<file path="config.mk">
export PLATFORM = sky130hd
export DESIGN_NAME = vram_channel
export DESIGN_NICKNAME = d
export VERILOG_FILES = /design/src/hdl/bus_pkg.sv /design/src/hdl/vram_pkg.sv /design/src/hdl/vram_channel.sv
export SDC_FILE = /design/constraint.sdc
export NUM_CORES = 1
export LEC_CHECK = 0
export ABC_AREA = 1
export BUFFER_PORTS_ARGS = -buffer_cell sky130_fd_sc_hd__buf_4
export CAP_MARGIN = 20
export CORE_ASPECT_RATIO = 1.25
export CORE_UTILIZATION = 54
export CTS_CLUSTER_DIAMETER = 120
export CTS_CLUSTER_SIZE = 25
export DETAILED_ROUTE_END_ITERATION = 8
export GPL_ROUTABILITY_DRIVEN = 1
export PLACE_DENSITY = 0.89
export SYNTH_ARGS = -nofsm -noshare
export SYNTH_HDL_FRONTEND = slang
export SYNTH_SLANG_ARGS = --single-unit
</file>
<file path="constraint.sdc">
create_clock -name clk -period 5.7 [get_ports clk]
set_input_delay 0.285 -clock clk [delete_from_list [all_inputs] [get_ports clk]]
set_output_delay 0.285 -clock clk [all_outputs]
set_load 0.005 [all_outputs]
</file>
<file path="src/hdl/bus_pkg.sv">
// bus package
// widths of the cpu byte bus, register map and status bits

`default_nettype none

package bus_pkg;

    localparam int BUS_DATA_W = 8;              // cpu data bus is one byte
    localparam int REG_NUM_W  = 4;              // 2 bits channel, 2 bits register
    localparam int REG_DATA_W = 16;             // registers are whole words

    // low two bits of a register number, high two bits pick the channel
    localparam logic [1:0] REG_ADDR   = 2'd0;   // vram word address
    localparam logic [1:0] REG_INCR   = 2'd1;   // added to address after data access
    localparam logic [1:0] REG_DATA   = 2'd2;   // write data / prefetched read data
    localparam logic [1:0] REG_STATUS = 2'd3;   // busy and drop flags

    localparam int STATUS_BUSY_BIT = 0;         // request still pending
    localparam int STATUS_DROP_BIT = 1;         // data access lost, cleared by status write

endpackage

`default_nettype wire

</file>
<file path="src/hdl/vram_pkg.sv">
// vram package
// memory size and channel count

`default_nettype none

package vram_pkg;

    localparam int NUM_CHAN    = 4;                     // access channels
    localparam int VRAM_DEPTH  = 1024;                  // words of video memory
    localparam int VRAM_ADDR_W = $clog2(VRAM_DEPTH);    // 10 bits
    localparam int CHAN_SEL_W  = $clog2(NUM_CHAN);      // 2 bits

endpackage

`default_nettype wire

</file>
<file path="src/hdl/vram_channel.sv">
// vram access channel
// address, increment, write data and prefetch registers with one pending request

`default_nettype none
`timescale 1ns/1ps

module vram_channel #(
    parameter int CHAN_ID = 0                               // position in register map
) (
    input  logic                                  clk,
    input  logic                                  reset_i,
    input  logic                                  write_strobe_i,
    input  logic                                  read_strobe_i,
    input  logic [bus_pkg::REG_NUM_W-1:0]         reg_num_i,
    input  logic [bus_pkg::REG_DATA_W-1:0]        reg_data_i,
    input  logic                                  grant_i,
    input  logic                                  rdata_valid_i,
    input  logic [bus_pkg::REG_DATA_W-1:0]        rdata_i,
    output logic                                  req_o,    // held until grant
    output logic                                  req_we_o,
    output logic [vram_pkg::VRAM_ADDR_W-1:0]      req_addr_o,
    output logic [bus_pkg::REG_DATA_W-1:0]        req_wdata_o,
    output logic [3:0][bus_pkg::REG_DATA_W-1:0]   chan_reg_word_o
);
    import bus_pkg::*;
    import vram_pkg::*;

    logic [VRAM_ADDR_W-1:0]  addr_r;
    logic [VRAM_ADDR_W-1:0]  addr_next;
    logic [REG_DATA_W-1:0]   incr_r;        // full word kept for read-back
    logic [REG_DATA_W-1:0]   prefetch_r;    // word served on data reads
    logic                    rd_pending;    // granted read still waiting for data
    logic                    drop_r;
    logic                    busy;
    logic                    hit;           // channel field matches
    logic                    data_wr;       // accepted data write

    assign hit       = reg_num_i[REG_NUM_W-1 -: CHAN_SEL_W] == CHAN_SEL_W'(CHAN_ID);
    assign busy      = req_o || rd_pending;
    assign addr_next = addr_r + incr_r[VRAM_ADDR_W-1:0];    // wraps at VRAM_DEPTH
    assign data_wr   = write_strobe_i && hit && reg_num_i[1:0] == REG_DATA && !busy;

    always_ff @(posedge clk) begin
        if (reset_i) begin
            req_o      <= 1'b0;
            req_we_o   <= 1'b0;
            req_addr_o <= '0;
            addr_r     <= '0;
            incr_r     <= '0;
            rd_pending <= 1'b0;
            drop_r     <= 1'b0;
        end else begin
            if (grant_i) begin
                req_o      <= 1'b0;
                rd_pending <= !req_we_o;            // reads wait for rdata_valid
            end else if (rdata_valid_i) begin
                rd_pending <= 1'b0;
            end

            if (write_strobe_i && hit) begin
                case (reg_num_i[1:0])
                    REG_ADDR: begin
                        addr_r <= reg_data_i[VRAM_ADDR_W-1:0];
                        if (busy) begin
                            drop_r <= 1'b1;         // prefetch lost
                        end else begin
                            req_o      <= 1'b1;
                            req_we_o   <= 1'b0;
                            req_addr_o <= reg_data_i[VRAM_ADDR_W-1:0];
                        end
                    end
                    REG_INCR: incr_r <= reg_data_i;
                    REG_DATA: begin
                        if (busy) begin
                            drop_r <= 1'b1;
                        end else begin
                            req_o      <= 1'b1;     // write at current address
                            req_we_o   <= 1'b1;
                            req_addr_o <= addr_r;
                            addr_r     <= addr_next;
                        end
                    end
                    default: drop_r <= 1'b0;        // status write clears drop
                endcase
            end

            if (read_strobe_i && hit && reg_num_i[1:0] == REG_DATA) begin
                if (busy) begin
                    drop_r <= 1'b1;
                end else begin
                    req_o      <= 1'b1;             // step and fetch ahead
                    req_we_o   <= 1'b0;
                    req_addr_o <= addr_next;
                    addr_r     <= addr_next;
                end
            end
        end
    end

    always_ff @(posedge clk) begin
        if (data_wr) begin
            req_wdata_o <= reg_data_i;
        end
        if (reset_i) begin
            prefetch_r <= '0;
        end else if (rdata_valid_i) begin
            prefetch_r <= rdata_i;
        end
    end

    always_comb begin
        chan_reg_word_o                             = '0;
        chan_reg_word_o[REG_ADDR]                   = REG_DATA_W'(addr_r);
        chan_reg_word_o[REG_INCR]                   = incr_r;
        chan_reg_word_o[REG_DATA]                   = prefetch_r;
        chan_reg_word_o[REG_STATUS][STATUS_BUSY_BIT] = busy;
        chan_reg_word_o[REG_STATUS][STATUS_DROP_BIT] = drop_r;
    end

    // request fields must not move while the arbiter may pick them
    a_req_hold: assert property (@(posedge clk) disable iff (reset_i)
        req_o && !grant_i |=> req_o && $stable(req_we_o) && $stable(req_addr_o)
                              && $stable(req_wdata_o));

    a_rdata_owned: assert property (@(posedge clk) disable iff (reset_i)
        rdata_valid_i |-> rd_pending);

endmodule

`default_nettype wire

</file>
=== Word-level counts from Yosys, hierarchy flattened ===
Index checks and enable logic that the tools add are counted.
Widths: inputs -> output; s select.

* Bits in registers: 72
* Output and inout bits: 92
* Logic and storage cells: 55

* Equal/unequal tests: 2
* Add/sub/neg operators: 1
* Reductions and logical operators: 13
* Multiplexer cells: 30

{| class="wikitable"
|+ Operators with widths
! kind !! number
|-
| $mux 10 || 9
|-
| $pmux 10 s2 || 2
|-
| $mux 1 || 17
|-
| $add 10x10->10 || 1
|-
| $logic_and 1x1->1 || 5
|-
| $logic_not 2->1 || 2
|-
| $pmux 1 s2 || 2
|-
| $eq 2x1->1 const B || 1
|-
| $eq 2x2->1 const B || 1
|-
| $logic_not 1->1 || 2
|-
| $reduce_and 2->1 || 1
|-
| $reduce_bool 2->1 || 1
|-
| $reduce_or 2->1 || 1
|-
| $logic_or 1x1->1 || 1
|}

=== Longest topological paths before layout ===
* Word-level depth: 6
* Gate-level depth with buffers: 14
* Depth with buffers taken out: 14

=== Worst setup path before layout ===
No wires, ideal clock.

* Path type: flip-flop to flip-flop
* From: reg addr_r[0]
* To: reg addr_r[4]
* Required time: 5568 ps
* Arrival time: 1731 ps
* Period minus slack after synthesis: 1863 ps
* Slack: 3837 ps
* Setup time: 132 ps
* Path buffers: 0
* Stages on the path, launching flop included: 12
* Cells stage by stage: dfxtp_1 > ha_1 > fa_1 > nand3_1 > nand3_1 > or2_2 > nand3_1 > o211ai_1 > nand2_1 > nand2_1 > nand2_1 > a21oi_1

* Word-level cells in the longest chain between the ends: 6

{| class="wikitable"
|+ Ends and longest elaborated chain
! element !! line !! text
|-
| start: declaration || vram_channel.sv:28 || <nowiki>logic [VRAM_ADDR_W-1:0] addr_r;</nowiki>
|-
| start signal: assignment || vram_channel.sv:63 || <nowiki>addr_r <= reg_data_i[VRAM_ADDR_W-1:0];</nowiki>
|-
| start signal: assignment || vram_channel.sv:80 || <nowiki>addr_r <= addr_next;</nowiki>
|-
| start signal: assignment || vram_channel.sv:94 || <nowiki>addr_r <= addr_next;</nowiki>
|-
| $add 10x10->10 (*) || vram_channel.sv:40 || <nowiki>assign addr_next = addr_r + incr_r[VRAM_ADDR_W-1:0];</nowiki>
|-
| $mux 10 || vram_channel.sv:74 || <nowiki>if (busy) begin</nowiki>
|-
| $pmux 10 s2 || vram_channel.sv:61 || <nowiki>case (reg_num_i[1:0])</nowiki>
|-
| $mux 10 || vram_channel.sv:60 || <nowiki>if (write_strobe_i && hit) begin</nowiki>
|-
| $mux 10 || vram_channel.sv:88 || <nowiki>if (busy) begin</nowiki>
|-
| $mux 10 (*) || vram_channel.sv:87 || <nowiki>if (read_strobe_i && hit && reg_num_i[1:0] == REG_DATA) begin</nowiki>
|}

Every way passes the cells marked *; elsewhere a longest branch is shown, timed or not.
A chain may end at the register's enable or synchronous reset.

==> run metrics <==
Post-synth EDFFs 16; CTS Buf Count 9; vias in the first global route 3,367; RSZ-0062 raised after global routing false; Die W 76.5 microns; Buffers on Ports 113; startpoint types flip-flop; Post-Syn Instances 474; setup TNS 0 ns; worst hold path class primary input to flip-flop; Root Driver clkbuf_8; post-route ant nets 0; core area 6650 sq um; layout cells sized above 1 0.280; area grow syn2layout 26.8%; sequential area share after synthesis 0.428; Pre-antenna DRT Iters 5; Power Total 1.13 mW; nets@finish 633; # rows 33; global-route wire length before repair 15.8 mm; fin crit period 2.13 ns; peak supply drop 0.190 mV; initial antenna violation count 0; Critical-path top delay cell inv_1; IO Pins 134; Critical Path Max Stage Delay 0.55 ns; worst-margin pin slew 0.848 ns; All-Layer GR Usage 0.284; largest net degree at the start of global routing 34; Final HPWL DP 7.73 mm; Hold-fix buffers, CTS 0; antenna fix cells 0; Clock Latency Late Sink 0.35 ns; CTS clk-pin slew, worst paths 0.09 ns; htree depth 3; final hold vios 0; Max Slew Vio Count 0; drt total wl 10.4 mm; CP Max Fanout 17; WP data required 5.98 ns; # DRC 0; cell area after synthesis 3740 sq um; via count 3,667; post-CTS sizing 0; Max Cap Viol 0; Clock Skews 0.0101 ns; initial core utilization 0.563; grt ovf 0; Slew headroom 0.434; post-DR wirelength/cell 15.5 microns; count of final setup violators 0; Final period util 0.374; DR vias/cell 5.45; critical path class flip-flop to flip-flop; critical path, cell by cell nor2_4, inv_6, nor2_4, nand2_2, inv_1, nand2_1, a21oi_1; R2R cell count 7; fmax 469 MHz; Syn. warnings 0; Synth Flop Type dfxtp_1; Mean Syn Cell Area 7.90 sq um; Seq cells post-synth 72; TritonCTS clock tree built; post-synthesis cell type count 50; Leak 2.31 nW; Most common cell on crit path nor2_4; Pwr Density 239 nW/um^2; hold depth 1; Post-CTS Setup Inserts 0; Final Wtd Congestion 0.916; number of DRC markers in iteration 0 303; fraction of registers with async set/reset 0; # clock sinks 72; outcome finished, final reports clean; Clock Path Buffers 2; CP Capture Type flip-flop; Arr. time, crit path 2.41 ns; overall die height 95.1 microns; Die Footprint 7270 sq um
==> stage by stage <==
stage | instances | hold slack, ns | instance area (sq um) | setup slack [ns] | utilization
floorplan | 493 | 0.354 | 3810 | 3.84 | -
global route | 673 | 0.0996 | 4750 | 3.41 | 0.714
CTS | 673 | 0.0999 | 4750 | 3.57 | 0.714
detailed placement | 657 | 0.475 | 4520 | 3.60 | 0.680
global placement | 657 | 0.475 | 4520 | 3.66 | 0.680
finish | 673 | 0.116 | 4750 | 3.57 | 0.714
==> synth_stat cells (2+ instances only) <==
library cell,n,area [sq um]
buf_6,3,33.8
o21ai_2,2,17.5
nor2_2,2,12.5
buf_4,23,173
edfxtp_1,16,480
nand2_1,95,357
o21ai_1,5,25.0
nand3b_1,2,15.0
clkbuf_1,6,22.5
nand4_1,7,43.8
nand2_4,3,33.8
a21oi_2,2,17.5
a211oi_1,2,15.0
inv_2,8,30.0
a21oi_1,30,150
ha_1,9,113
o221ai_1,2,17.5
buf_2,3,15.0
a22o_1,4,35.0
o21ai_0,39,195
o211ai_1,4,30.0
inv_1,29,109
nor2_1,68,255
dfxtp_1,56,1120
nand2_2,3,18.8
o22ai_1,2,12.5
nor2_4,4,45.0
nor2_8,2,40.0
o21a_1,2,15.0
a31oi_1,3,18.8
nand3_1,19,95.1
==> per-layer routing <==
metal,up-vias,global-route usage,wire [microns]
met5,-,0,0
met4,0,0.157,336
met3,35,0.0641,793
met2,202,0.487,5210
met1,1691,0.330,4060
li1,1739,-,-
==> cells in the final DEF, fill, tap and decap left out, types with 8 or more instances in the layout <==
master / n
inv_2: 8
a21oi_1: 30
clkbuf_8: 9
o21ai_0: 39
dfxtp_1: 56
nand2_1: 95
nand3_1: 19
buf_4: 113
nor2_1: 68
edfxtp_1: 16
ha_1: 9
conb_1: 20
inv_1: 29
==> power by group <==
part / switching, mW / internal [mW] / leakage [nW]
clock network: 0.211 / 0.252 / 0.116
logic: 0.0703 / 0.0547 / 1.59
registers: 0.00966 / 0.535 / 0.601
==> flip-flops by register name, summed over array words and instances (netlist names), named ones only <==
signal / count
req_addr_o: 10
drop_r: 1
req_o: 1
rd_pending: 1
incr_r: 16
req_wdata_o: 16
addr_r: 10
prefetch_r: 16
==> path summary, 6_finish.rpt <==
path,to,slack (ns),start
hold reg to reg,drop_r,0.49,drop_r
setup / recovery,flip-flop,3.57,rd_pending
hold / removal,req_wdata_o[11],0.12,reg_data_i[11]
setup reg to reg,flip-flop,3.57,rd_pending
==> worst max-delay path, delay by kind of cell, from the launching register on <==
family	cells	cell delay [ns]
DFF	1	0.34
and+or+nand+nor	4	0.86
AOI/OAI and AO/OA	1	0.18
buffers and inverters	2	0.70
==> logic make-up after synthesis <==
group | count (synthesis) | synth area share
XOR/XNOR | 1 | 0.00234
adder cells (fa/ha/maj) | 10 | 0.0354
AO/OA/AOI/OAI | 101 | 0.155
AND/OR/NAND/NOR | 212 | 0.266
other | 1 | 0.00100
buffers and inverters | 77 | 0.113
flip-flops | 72 | 0.428
==> layout make-up <==
cell class / instances / area (sq um)
repair buffers: 113 / 848
multi-input cells: 344 / 1790
well taps: 87 / 109
fillers: 539 / 1900
inverters: 41 / 169
clock inverters: 7 / 103
clock buffers: 9 / 124
flip-flops and latches: 72 / 1600
Power figures use the tool's default switching activity.
