File: config.mk
export PLATFORM = sky130hd
export DESIGN_NAME = bus_interface
export DESIGN_NICKNAME = d
export VERILOG_FILES = /design/src/hdl/bus_pkg.sv /design/src/hdl/bus_interface.sv
export SDC_FILE = /design/constraint.sdc
export NUM_CORES = 1
export LEC_CHECK = 0
export ABC_AREA = 1
export BUFFER_PORTS_ARGS = -buffer_cell sky130_fd_sc_hd__buf_4
export CAP_MARGIN = 20
export CORE_ASPECT_RATIO = 1.1
export CORE_MARGIN = 8
export CORE_UTILIZATION = 50
export CTS_BUF_LIST = sky130_fd_sc_hd__clkbuf_8
export CTS_CLUSTER_DIAMETER = 40
export DETAILED_ROUTE_END_ITERATION = 12
export PLACE_DENSITY = 0.8
export SYNTH_ARGS = -nofsm -noshare
export SYNTH_HDL_FRONTEND = slang
export SYNTH_SLANG_ARGS = --single-unit
File: constraint.sdc
create_clock -name clk -period 3.7 [get_ports clk]
set_input_delay 0.74 -clock clk [delete_from_list [all_inputs] [get_ports clk]]
set_output_delay 0.74 -clock clk [all_outputs]
set_load 0.02 [all_outputs]
File: src/hdl/bus_pkg.sv
// bus package
// widths of the cpu byte bus, register map and status bits

`default_nettype none

package bus_pkg;

    localparam int BUS_DATA_W = 8;              // cpu data bus is one byte
    localparam int REG_NUM_W  = 4;              // 2 bits channel, 2 bits register
    localparam int REG_DATA_W = 16;             // registers are whole words

    // low two bits of a register number, high two bits pick the channel
    localparam logic [1:0] REG_ADDR   = 2'd0;   // vram word address
    localparam logic [1:0] REG_INCR   = 2'd1;   // added to address after data access
    localparam logic [1:0] REG_DATA   = 2'd2;   // write data / prefetched read data
    localparam logic [1:0] REG_STATUS = 2'd3;   // busy and drop flags

    localparam int STATUS_BUSY_BIT = 0;         // request still pending
    localparam int STATUS_DROP_BIT = 1;         // data access lost, cleared by status write

endpackage

`default_nettype wire

File: src/hdl/bus_interface.sv
// cpu bus interface
// syncs the async byte bus, pairs even/odd bytes into register writes, serves reads

`default_nettype none
`timescale 1ns/1ps

module bus_interface (
    input  logic                             clk,
    input  logic                             reset_i,
    input  logic                             bus_cs_n_i,      // active low chip select
    input  logic                             bus_rd_nwr_i,    // high for read
    input  logic [bus_pkg::REG_NUM_W-1:0]    bus_reg_num_i,
    input  logic                             bus_bytesel_i,   // high for odd byte
    input  logic [bus_pkg::BUS_DATA_W-1:0]   bus_data_i,
    output logic [bus_pkg::BUS_DATA_W-1:0]   bus_data_o,
    output logic                             write_strobe_o,  // one cycle on odd byte write
    output logic                             read_strobe_o,   // one cycle on odd byte read
    output logic [bus_pkg::REG_NUM_W-1:0]    reg_num_o,
    output logic [bus_pkg::REG_DATA_W-1:0]   reg_data_o,      // word to write
    input  logic [bus_pkg::REG_DATA_W-1:0]   reg_data_i       // word read back
);
    import bus_pkg::*;

    // two flop syncs with bit 1 as first stage and bit 0 acted on
    logic [1:0]                  cs_s;          // select, active high
    logic                        cs_d;          // previous synced select
    logic [1:0]                  rd_s;
    logic [1:0]                  bsel_s;
    logic [1:0][REG_NUM_W-1:0]   num_s;
    logic [1:0][BUS_DATA_W-1:0]  data_s;

    // last values seen while selected and used once select goes away
    logic                        cap_rd;
    logic                        cap_bsel;
    logic [BUS_DATA_W-1:0]       cap_data;

    logic [REG_NUM_W-1:0]        even_num;      // register of buffered even byte
    logic [BUS_DATA_W-1:0]       even_data;     // buffered even byte for the high half
    logic                        cs_rise;

    assign cs_rise = cs_d && !cs_s[0];          // bus_cs_n_i went high

    always_ff @(posedge clk) begin
        rd_s   <= {bus_rd_nwr_i, rd_s[1]};
        bsel_s <= {bus_bytesel_i, bsel_s[1]};
        num_s  <= {bus_reg_num_i, num_s[1]};
        data_s <= {bus_data_i, data_s[1]};
        if (cs_s[0]) begin                      // track while selected
            cap_rd   <= rd_s[0];
            cap_bsel <= bsel_s[0];
            cap_data <= data_s[0];
        end
    end

    always_ff @(posedge clk) begin
        if (reset_i) begin
            cs_s           <= '0;
            cs_d           <= 1'b0;
            write_strobe_o <= 1'b0;
            read_strobe_o  <= 1'b0;
            reg_num_o      <= '0;
            reg_data_o     <= '0;
            bus_data_o     <= '0;
            even_num       <= '0;
            even_data      <= '0;
        end else begin
            cs_s           <= {~bus_cs_n_i, cs_s[1]};
            cs_d           <= cs_s[0];
            write_strobe_o <= 1'b0;             // strobes default low
            read_strobe_o  <= 1'b0;

            if (cs_s[0]) begin
                reg_num_o <= num_s[0];          // also selects read-back word
                if (rd_s[0]) begin
                    bus_data_o <= bsel_s[0] ? reg_data_i[15:8] : reg_data_i[7:0];
                end
            end

            if (cs_rise) begin
                if (cap_rd) begin
                    read_strobe_o <= cap_bsel;  // odd byte ends the read
                end else if (cap_bsel) begin
                    write_strobe_o <= 1'b1;
                    // high byte only if the even byte went to the same register
                    reg_data_o <= {(reg_num_o == even_num) ? even_data : 8'h00, cap_data};
                end else begin
                    even_num  <= reg_num_o;     // hold even byte for the odd one
                    even_data <= cap_data;
                end
            end
        end
    end

    // strobes come three cycles after bus_cs_n_i rises
    a_strobe_timing: assert property (@(posedge clk) disable iff (reset_i)
        write_strobe_o || read_strobe_o |-> $past(bus_cs_n_i, 3) && !$past(bus_cs_n_i, 4));

endmodule

`default_nettype wire

* Word level (Yosys, flattened, before mapping)
Cells that the tools add are included.
** Storage, ports and cells
- Register bits after elaboration :: 83
- Logic and storage cells :: 33
** Operators by class
- Reductions and logical operators :: 7
- Mux-type cells :: 3
- Equality and inequality tests :: 1
- Bitwise gates (word level) :: 4
** Operator list (number)
- 8-bit 2-to-1 mux :: 2
- 3-bit AND reduction :: 2
- 3-bit OR reduction :: 2
- 4-bit == test :: 1
- 1-bit inverter :: 4
- 2-bit AND reduction :: 1
- 1-bit logical AND :: 1
- 1-bit zero test :: 1
- 1-bit 2-to-1 mux :: 1

* Depth between registers and ports, before layout
Gate-level depths: netlist of the first run.
- Word-level depth :: 4
- Mapped depth :: 6
- Depth with buffers taken out :: 6

* Least setup slack after synthesis of the first run
No wires, ideal clock.
- Path type :: input -> register
- Start :: in reset_i
- End :: reg reg_data_o[6] (netlist bit)
- Path buffers :: 1
- Stages :: 4
- Setup slack :: 2.393 ns
- Required time :: 3.635 ns
- Data arrival time :: 1.242 ns
- Library setup time :: 0.065 ns
- Path through :: inv_1 -> clkbuf_1 -> o21ai_1 -> nor2_1
** RTL lines
- from (decl) :: line bus_interface.sv:9 : input logic reset_i,
- to (signal assigned) :: line bus_interface.sv:85 : reg_data_o <= {(reg_num_o == even_num) ? even_data : 8'h00, cap_data};
- to (decl) :: line bus_interface.sv:19 : output logic [bus_pkg::REG_DATA_W-1:0] reg_data_o,

* Worst setup path after layout of the first run
- Start :: reg cs_s[0]
- End :: reg reg_data_o[5] (netlist bit)
** On the way
- Word-level cells in the longest chain between the ends :: 3
** RTL lines
- from (decl) :: line bus_interface.sv:25 : logic [1:0] cs_s;
- from (signal assigned) :: line bus_interface.sv:67 : cs_s <= {~bus_cs_n_i, cs_s[1]};
- 1-bit zero test :: line bus_interface.sv:41 : assign cs_rise = cs_d && !cs_s[0];
- 1-bit logical AND :: line bus_interface.sv:41
- 3-bit AND reduction (no line)
Every way passes these cells.
A chain may end at the register's enable or synchronous reset.

==> impl_metrics.tcl, run 1 <==
set metrics [dict create \
    cp_slowest_cell "nor3_4" \
    dieHeight_um 91.4 \
    cp_top_family "simple AND/OR/NAND/NOR gates" \
    wl_per_cell_um 12.5 \
    crit_arrival_ns 2.18 \
    fin_area_mm2 0.00328 \
    fin_cells 387 \
    initial_core_util_pct 51.6 \
    start_kind "flip-flop" \
    maxSlewHeadroom_pct 37.2 \
    worstPathMaxFanout 25 \
    clkTransAtPathRegs_ns 0.08 \
    cts_resized 0 \
    internal_power_mw 1.33 \
    p_leak_nw 1.48 \
    syn_nets 294 \
    ant_nets 0 \
    ios 63 \
    die_area_mm2 0.00772 \
    setup_viol 0 \
    syn_area_mm2 0.00258 \
    p_total_mw 1.70 \
    drive_above_1_share_pct 25.5 \
    rr_worst_depth 6 \
    core-area_mm2 0.00500 \
    p_comb_share_pct 5.0 \
    hold_buffers 0 \
    r2r_slack_ns 1.76 \
    hold_start "num_s[4]" \
    hold_violations 0 \
    ys_warn_count 0 \
    row_count 27 \
    hold_path.class "flip-flop to flip-flop" \
    vdd_drop_max_uv 311 \
    grt_usage_pct 13.6 \
    p_sw_share_pct 21.4 \
    synth_seq_area_share_pct 68.3 \
    rsz0062_at_grt "no" \
    tightest_slew_ns 0.941 \
    final_common_cell "dfxtp_1" \
    grt_pass1_wl_um 8200 \
    via_count 1847 \
    period_needed_ns 1.94 \
    cts_inserted_buffers 9 \
    die_w_um 84.5 \
    dpl.hpwl_um 3530 \
    grt_antenna_before_repair 0 \
    diodes 0 \
    critPathKind "flip-flop to flip-flop" \
    first_iter_violations 94 \
    crit_required_ns 3.94 \
    finalCoreUtilization_pct 65.6 \
    postCtsSetupRepairBufs 0 \
    fin_tns_setup_ns 0 \
    worstReg2RegEnd "reg_data_o[5]" \
    max_freq_ghz 0.514 \
    max_cap_viol_count 0 \
    dp.cells 371 \
    fin_nets 357 \
    area_delta_synth_final_pct 27.0 \
    hold_depth 0 \
    final_cell_mix "dfxtp_1, buf_4, nor2_1" \
    cts_tree "built" \
    htree_levels 3 \
    critPathMaxStageDelay_ns 0.62 \
    clk_latency_ns 0.34 \
    crit_buf_inv 2 \
    endpoint_kind "flip-flop" \
    place_congestion 0.737 \
    cts_buffer_depth 2 \
    path_cells "inv_2 -> nand2_1 -> nor3_4 -> inv_2 -> nor2_1 -> nor2_1" \
    synth_cells 261 \
    grt_pass1_vias 1820 \
    yosys_register_bits 83 \
    clkSinkCount 83 \
    dr.pass1.iters 4 \
    p_seq_share_pct 56.3 \
    avgSynthCellArea_um2 9.89 \
    grt_max_degree 41 \
    postPlaceCellArea_mm2 0.00307 \
    status "finished clean" \
    port_buffers 62 \
    finalClockSkew_ns 0.00586 \
    switchingPower_mw 0.363 \
    r2r-start "cs_s[0]" \
    power_density_mw_per_mm2 517 \
    grt.overflow.total 0 \
    finalCritPeriodShare_pct 52.5 \
    synth_cell_types 18 \
    drv_slew 0 \
    hold_end "num_s[0]" \
    drc 0 \
    avgViaCountPerCell 4.77 \
    cts_root_buffer "clkbuf_8" \
    wirelength_um 4840 \
    power.share.clock_pct 38.7 \
]
flip-flops by register name, summed over array words and instances, names as in the netlist, 2 cells and up:
signal      count
bsel_s          2
bus_data_o      8
cap_data        8
cs_s            2
data_s         16
even_data       8
even_num        4
num_s           8
rd_s            2
reg_data_o     16
reg_num_o       4
through the flow:
stage | setup slack, ns | hold slack [ns]
final | 1.76 | 0.326
after global routing | 1.50 | 0.328
after CTS | 1.73 | 0.324
after detailed placement | 1.60 | 0.313
after global placement | 1.72 | 0.311
after floorplan | 2.39 | 0.310
cells by family (layout without fill, tap and decap cells):
kind of cell | count (synthesis) | in the layout | synth area share, %
DFF | 83 | 83 | 68.3
and+or+nand+nor | 87 | 87 | 14.4
buffers and inverters | 35 | 103 | 5.67
AOI/OAI and AO/OA | 56 | 56 | 11.6
layout make-up:
cell class / instances / area [um^2]
sequential: 83 / 1760
fill: 414 / 1720
multi-input combinational: 143 / 673
timing repair buffer: 62 / 465
clock buffer: 11 / 151
inverter: 25 / 93.8
tap: 58 / 72.6
clock inverter: 5 / 60.1
worst reg2reg max path, cell delays in order (launching register included):
cell     delay (ns)
dfxtp_1        0.45
inv_2          0.23
nand2_1        0.13
nor3_4         0.62
inv_2          0.19
nor2_1         0.16
nor2_1         0.06
layer usage:
layer / share of wire (%) / vias up / track usage, %
li1: - / 979 / -
met1: 41 / 820 / 14.1
met2: 52 / 41 / 23.0
met3: 4.8 / 7 / 5.86
met4: 2.0 / 0 / 7.13
met5: 0 / - / 0
cells in the mapped netlist:
| master | instances | share of area, % |
|---|---|---|
| a21oi_1 | 16 | 3.1 |
| buf_2 | 3 | 0.58 |
| buf_4 | 3 | 0.87 |
| clkbuf_1 | 4 | 0.58 |
| dfxtp_1 | 73 | 57 |
| edfxtp_1 | 10 | 12 |
| inv_1 | 22 | 3.2 |
| inv_2 | 3 | 0.44 |
| nand2_1 | 30 | 4.4 |
| nand3_1 | 16 | 3.1 |
| nand4_2 | 1 | 0.48 |
| nor2_1 | 37 | 5.4 |
| nor2_2 | 1 | 0.24 |
| nor3_4 | 1 | 0.63 |
| nor4_1 | 1 | 0.24 |
| o211ai_1 | 8 | 2.3 |
| o21ai_0 | 25 | 4.8 |
| o21ai_1 | 7 | 1.4 |
worst max path at each step:
stage	endpoint	slack (ns)	depth (start not counted)	from
finish	reg_data_o[5]	1.76	6	cs_s[0]
global route	reg_data_o[5]	1.50	6	cs_s[0]
floorplan	reg_data_o[6]	2.39	4	reset_i
detailed placement	even_num[3]	1.60	4	reset_i
CTS	reg_data_o[5]	1.73	6	cs_s[0]
global placement	reg_data_o[10]	1.72	4	reset_i
power groups by stage:
stage | Combinational [mW] | Sequential, mW | Clock (mW)
final | 0.0855 | 0.954 | 0.656
after global routing | 0.0967 | 0.957 | 0.717
after CTS | 0.0867 | 0.954 | 0.677
after detailed placement | 0.0865 | 0.975 | 0
after global placement | 0.0843 | 0.974 | 0
after floorplan | 0.0359 | 0.979 | 0
No activity file was read; power rests on OpenSTA's default activity.
==> run 2: changes to the inputs <==
--- a/config.mk
+++ b/config.mk
@@ -5,16 +5,16 @@
 export SDC_FILE = /design/constraint.sdc
 export NUM_CORES = 1
 export LEC_CHECK = 0
-export ABC_AREA = 1
+export ABC_AREA = 0
 export BUFFER_PORTS_ARGS = -buffer_cell sky130_fd_sc_hd__buf_4
 export CAP_MARGIN = 20
 export CORE_ASPECT_RATIO = 1.1
 export CORE_MARGIN = 8
-export CORE_UTILIZATION = 50
+export CORE_UTILIZATION = 49
 export CTS_BUF_LIST = sky130_fd_sc_hd__clkbuf_8
 export CTS_CLUSTER_DIAMETER = 40
 export DETAILED_ROUTE_END_ITERATION = 12
-export PLACE_DENSITY = 0.8
+export PLACE_DENSITY = 0.82
 export SYNTH_ARGS = -nofsm -noshare
 export SYNTH_HDL_FRONTEND = slang
 export SYNTH_SLANG_ARGS = --single-unit
==> constraint.sdc (replaced) <==
create_clock -name clk -period 1.7 [get_ports clk]
set_input_delay 0.34 -clock clk [delete_from_list [all_inputs] [get_ports clk]]
set_output_delay 0.34 -clock clk [all_outputs]
set_load 0.02 [all_outputs]
==> run 2 against run 1 <==
  * Worst setup slack lost 1.5 ns
  * Clock power grew 130%
  * Core utilization is 2.5 points lower
  * First-iteration DRC count is 46% higher
  * Total power increased by 120%
  * Flip-flop and latch count stayed put
  * Maximum frequency rose by 34%
  * Cell count down 8.0%
  * Sequential share of layout area shrank 0.59 points
  * Die area rose by 2.8%
  * Via count fell by 5.1%
  * Largest cell class unchanged
  * Largest power group unchanged
==> impl_metrics.tcl, run 2 <==
set metrics [dict create \
    status "finished clean" \
    grt_antenna_before_repair 0 \
    multi_input_area_um2 771 \
    final_common_cell "dfxtp_1" \
    avgSynthCellArea_um2 11.4 \
    synth_edf_count 10 \
    rsz0062_at_grt "no" \
    ios 63 \
    finalCoreUtilization_pct 63.1 \
    hold_violations 0 \
    crit_end "even_data[3]" \
    wirelength_um 4930 \
    finalClockSkew_ns 0.00745 \
    worstReg2RegEnd "even_data[3]" \
    cts_buffer_depth 2 \
    grt_pass1_wl_um 7900 \
    grt_pass1_vias 1739 \
    fin_cells 356 \
    synth_top_area_share_pct 55.8 \
    dpl.hpwl_um 3410 \
    yosysTopAreaCell "dfxtp_1" \
    area_delta_synth_final_pct 26.6 \
    finalCritPeriodShare_pct 85.4 \
    initial_core_util_pct 49.8 \
    syn_nets 263 \
    p_comb_share_pct 4.4 \
    dp.cells 340 \
    drc 0 \
    drv_slew 0 \
    hold_slack_ns 0.0891 \
    register_area_mm2 0.00176 \
    via_count 1753 \
    clkSinkCount 83 \
    fillCellCount 426 \
    syn_area_mm2 0.00262 \
    grt.overflow.total 0 \
    internal_power_mw 2.98 \
    ys_warn_count 0 \
    critPathKind "flip-flop to flip-flop" \
    yosys_register_bits 83 \
    hold_path.class "input pin to flip-flop" \
    ant_nets 0 \
    p_seq_share_pct 55.3 \
    p_total_mw 3.73 \
    synth_cells 230 \
    postCtsSetupRepairBufs 0 \
    avgViaCountPerCell 4.92 \
    postPlaceCellArea_mm2 0.00310 \
    cts_root_buffer "clkbuf_8" \
    tightest_slew_ns 0.532 \
    max_freq_ghz 0.689 \
    core-area_mm2 0.00526 \
    vdd_drop_max_uv 781 \
    power.share.clock_pct 40.3 \
    hold_buffers 0 \
    async_flop_share_pct 0 \
    maxSlewHeadroom_pct 64.5 \
    die_area_mm2 0.00794 \
    dr.pass1.iters 4 \
    clkTransAtPathRegs_ns 0.08 \
    crit_arrival_ns 1.65 \
    grt_usage_pct 13.0 \
    cts_resized 0 \
    reg_top3 "data_s: 16 flops, reg_data_o: 16 flops" \
    yosysMostFrequentCell "dfxtp_1" \
    place_congestion 0.738 \
    max_cap_viol_count 0 \
    die_w_um 85.7 \
    diodes 0 \
    place_ws_ns 0.313 \
    synth_seq_area_share_pct 67.3 \
    synth_cell_types 23 \
    grt_use_met2_pct 21.4 \
    port_buffers 62 \
    final_cell_mix "dfxtp_1, buf_4, nand2_1" \
    grt_max_degree 54 \
    grtUsageMet1_pct 13.5 \
    p_sw_share_pct 20.0 \
    fin_tns_setup_ns 0 \
    htree_levels 3 \
    fin_nets 324 \
    start_kind "flip-flop" \
    clk_latency_ns 0.35 \
    dieHeight_um 92.7 \
    fin_area_mm2 0.00331 \
    busiest_layer "met2" \
    endpoint_kind "flip-flop" \
    rr_worst_depth 3 \
    startpoint "cap_bsel" \
    switchingPower_mw 0.743 \
    r2r-start "cap_bsel" \
    row_count 28 \
    synth.area.top_cells "dfxtp_1, edfxtp_1, nand2_1" \
    p_leak_nw 1.31 \
    met3_usage_pct 5.85 \
    synthTopCellsByCount "dfxtp_1, nand2_1, a21oi_1" \
    crit_required_ns 1.90 \
    wl_per_cell_um 13.9 \
    period_needed_ns 1.45 \
    cts_inserted_buffers 9 \
    drive_above_1_share_pct 27.7 \
    cts_tree "built" \
    synth_ff_type "dfxtp_1" \
    setup_ws_ns 0.249 \
    first_iter_violations 137 \
    worstPathMaxFanout 12 \
    power_density_mw_per_mm2 1120 \
    r2r_slack_ns 0.25 \
    setup_viol 0 \
]
## run 2: cell families (layout without fill, tap and decap cells)
family | Yosys count | count (layout) | share of synthesized area, %
compound gates | 36 | 36 | 7.65
xor+xnor | 4 | 4 | 1.34
buf+inv | 15 | 81 | 3.25
flops | 83 | 83 | 67.3
mux | 12 | 12 | 4.59
simple gates | 80 | 80 | 15.9
## run 2: layer usage
layer	share of wire [%]	up-vias
li1	-	904
met5	0	-
met1	41	798
met4	2.0	0
met2	51	42
met3	6.3	9
## run 2: worst min-delay path by stage
stage                     start   endpoint  depth (start not counted)
3_5_place_dp         data_s[13]  data_s[5]                          0
5_1_grt        bus_reg_num_i[2]   num_s[6]                          1
6_report          bus_data_i[1]  data_s[9]                          1
3_3_place_gp          data_s[8]  data_s[0]                          0
2_1_floorplan         bsel_s[1]  bsel_s[0]                          0
4_1_cts        bus_reg_num_i[1]   num_s[5]                          1
## run 2: layout make-up
cell class / count / share of cell area [%]
well taps: 60 / 2.27
repair buffers: 65 / 14.7
clock inverters: 6 / 2.45
multi-input cells: 132 / 23.3
clock buffers: 10 / 4.15
flip-flops and latches: 83 / 53.2
## run 2: worst max-delay path, cell delays in order, from the launching register on
cell,delay [ns]
edfxtp_1,0.47
or4b_4,0.64
nand2_1,0.12
a21oi_1,0.08
## run 2: power groups by stage
stage	Clock, mW	Sequential [mW]	Combinational, mW
floorplan	0	2.11	0.0704
global placement	0	2.10	0.161
detailed placement	0	2.11	0.165
CTS	1.54	2.06	0.166
global route	1.62	2.06	0.179
finish	1.50	2.06	0.164
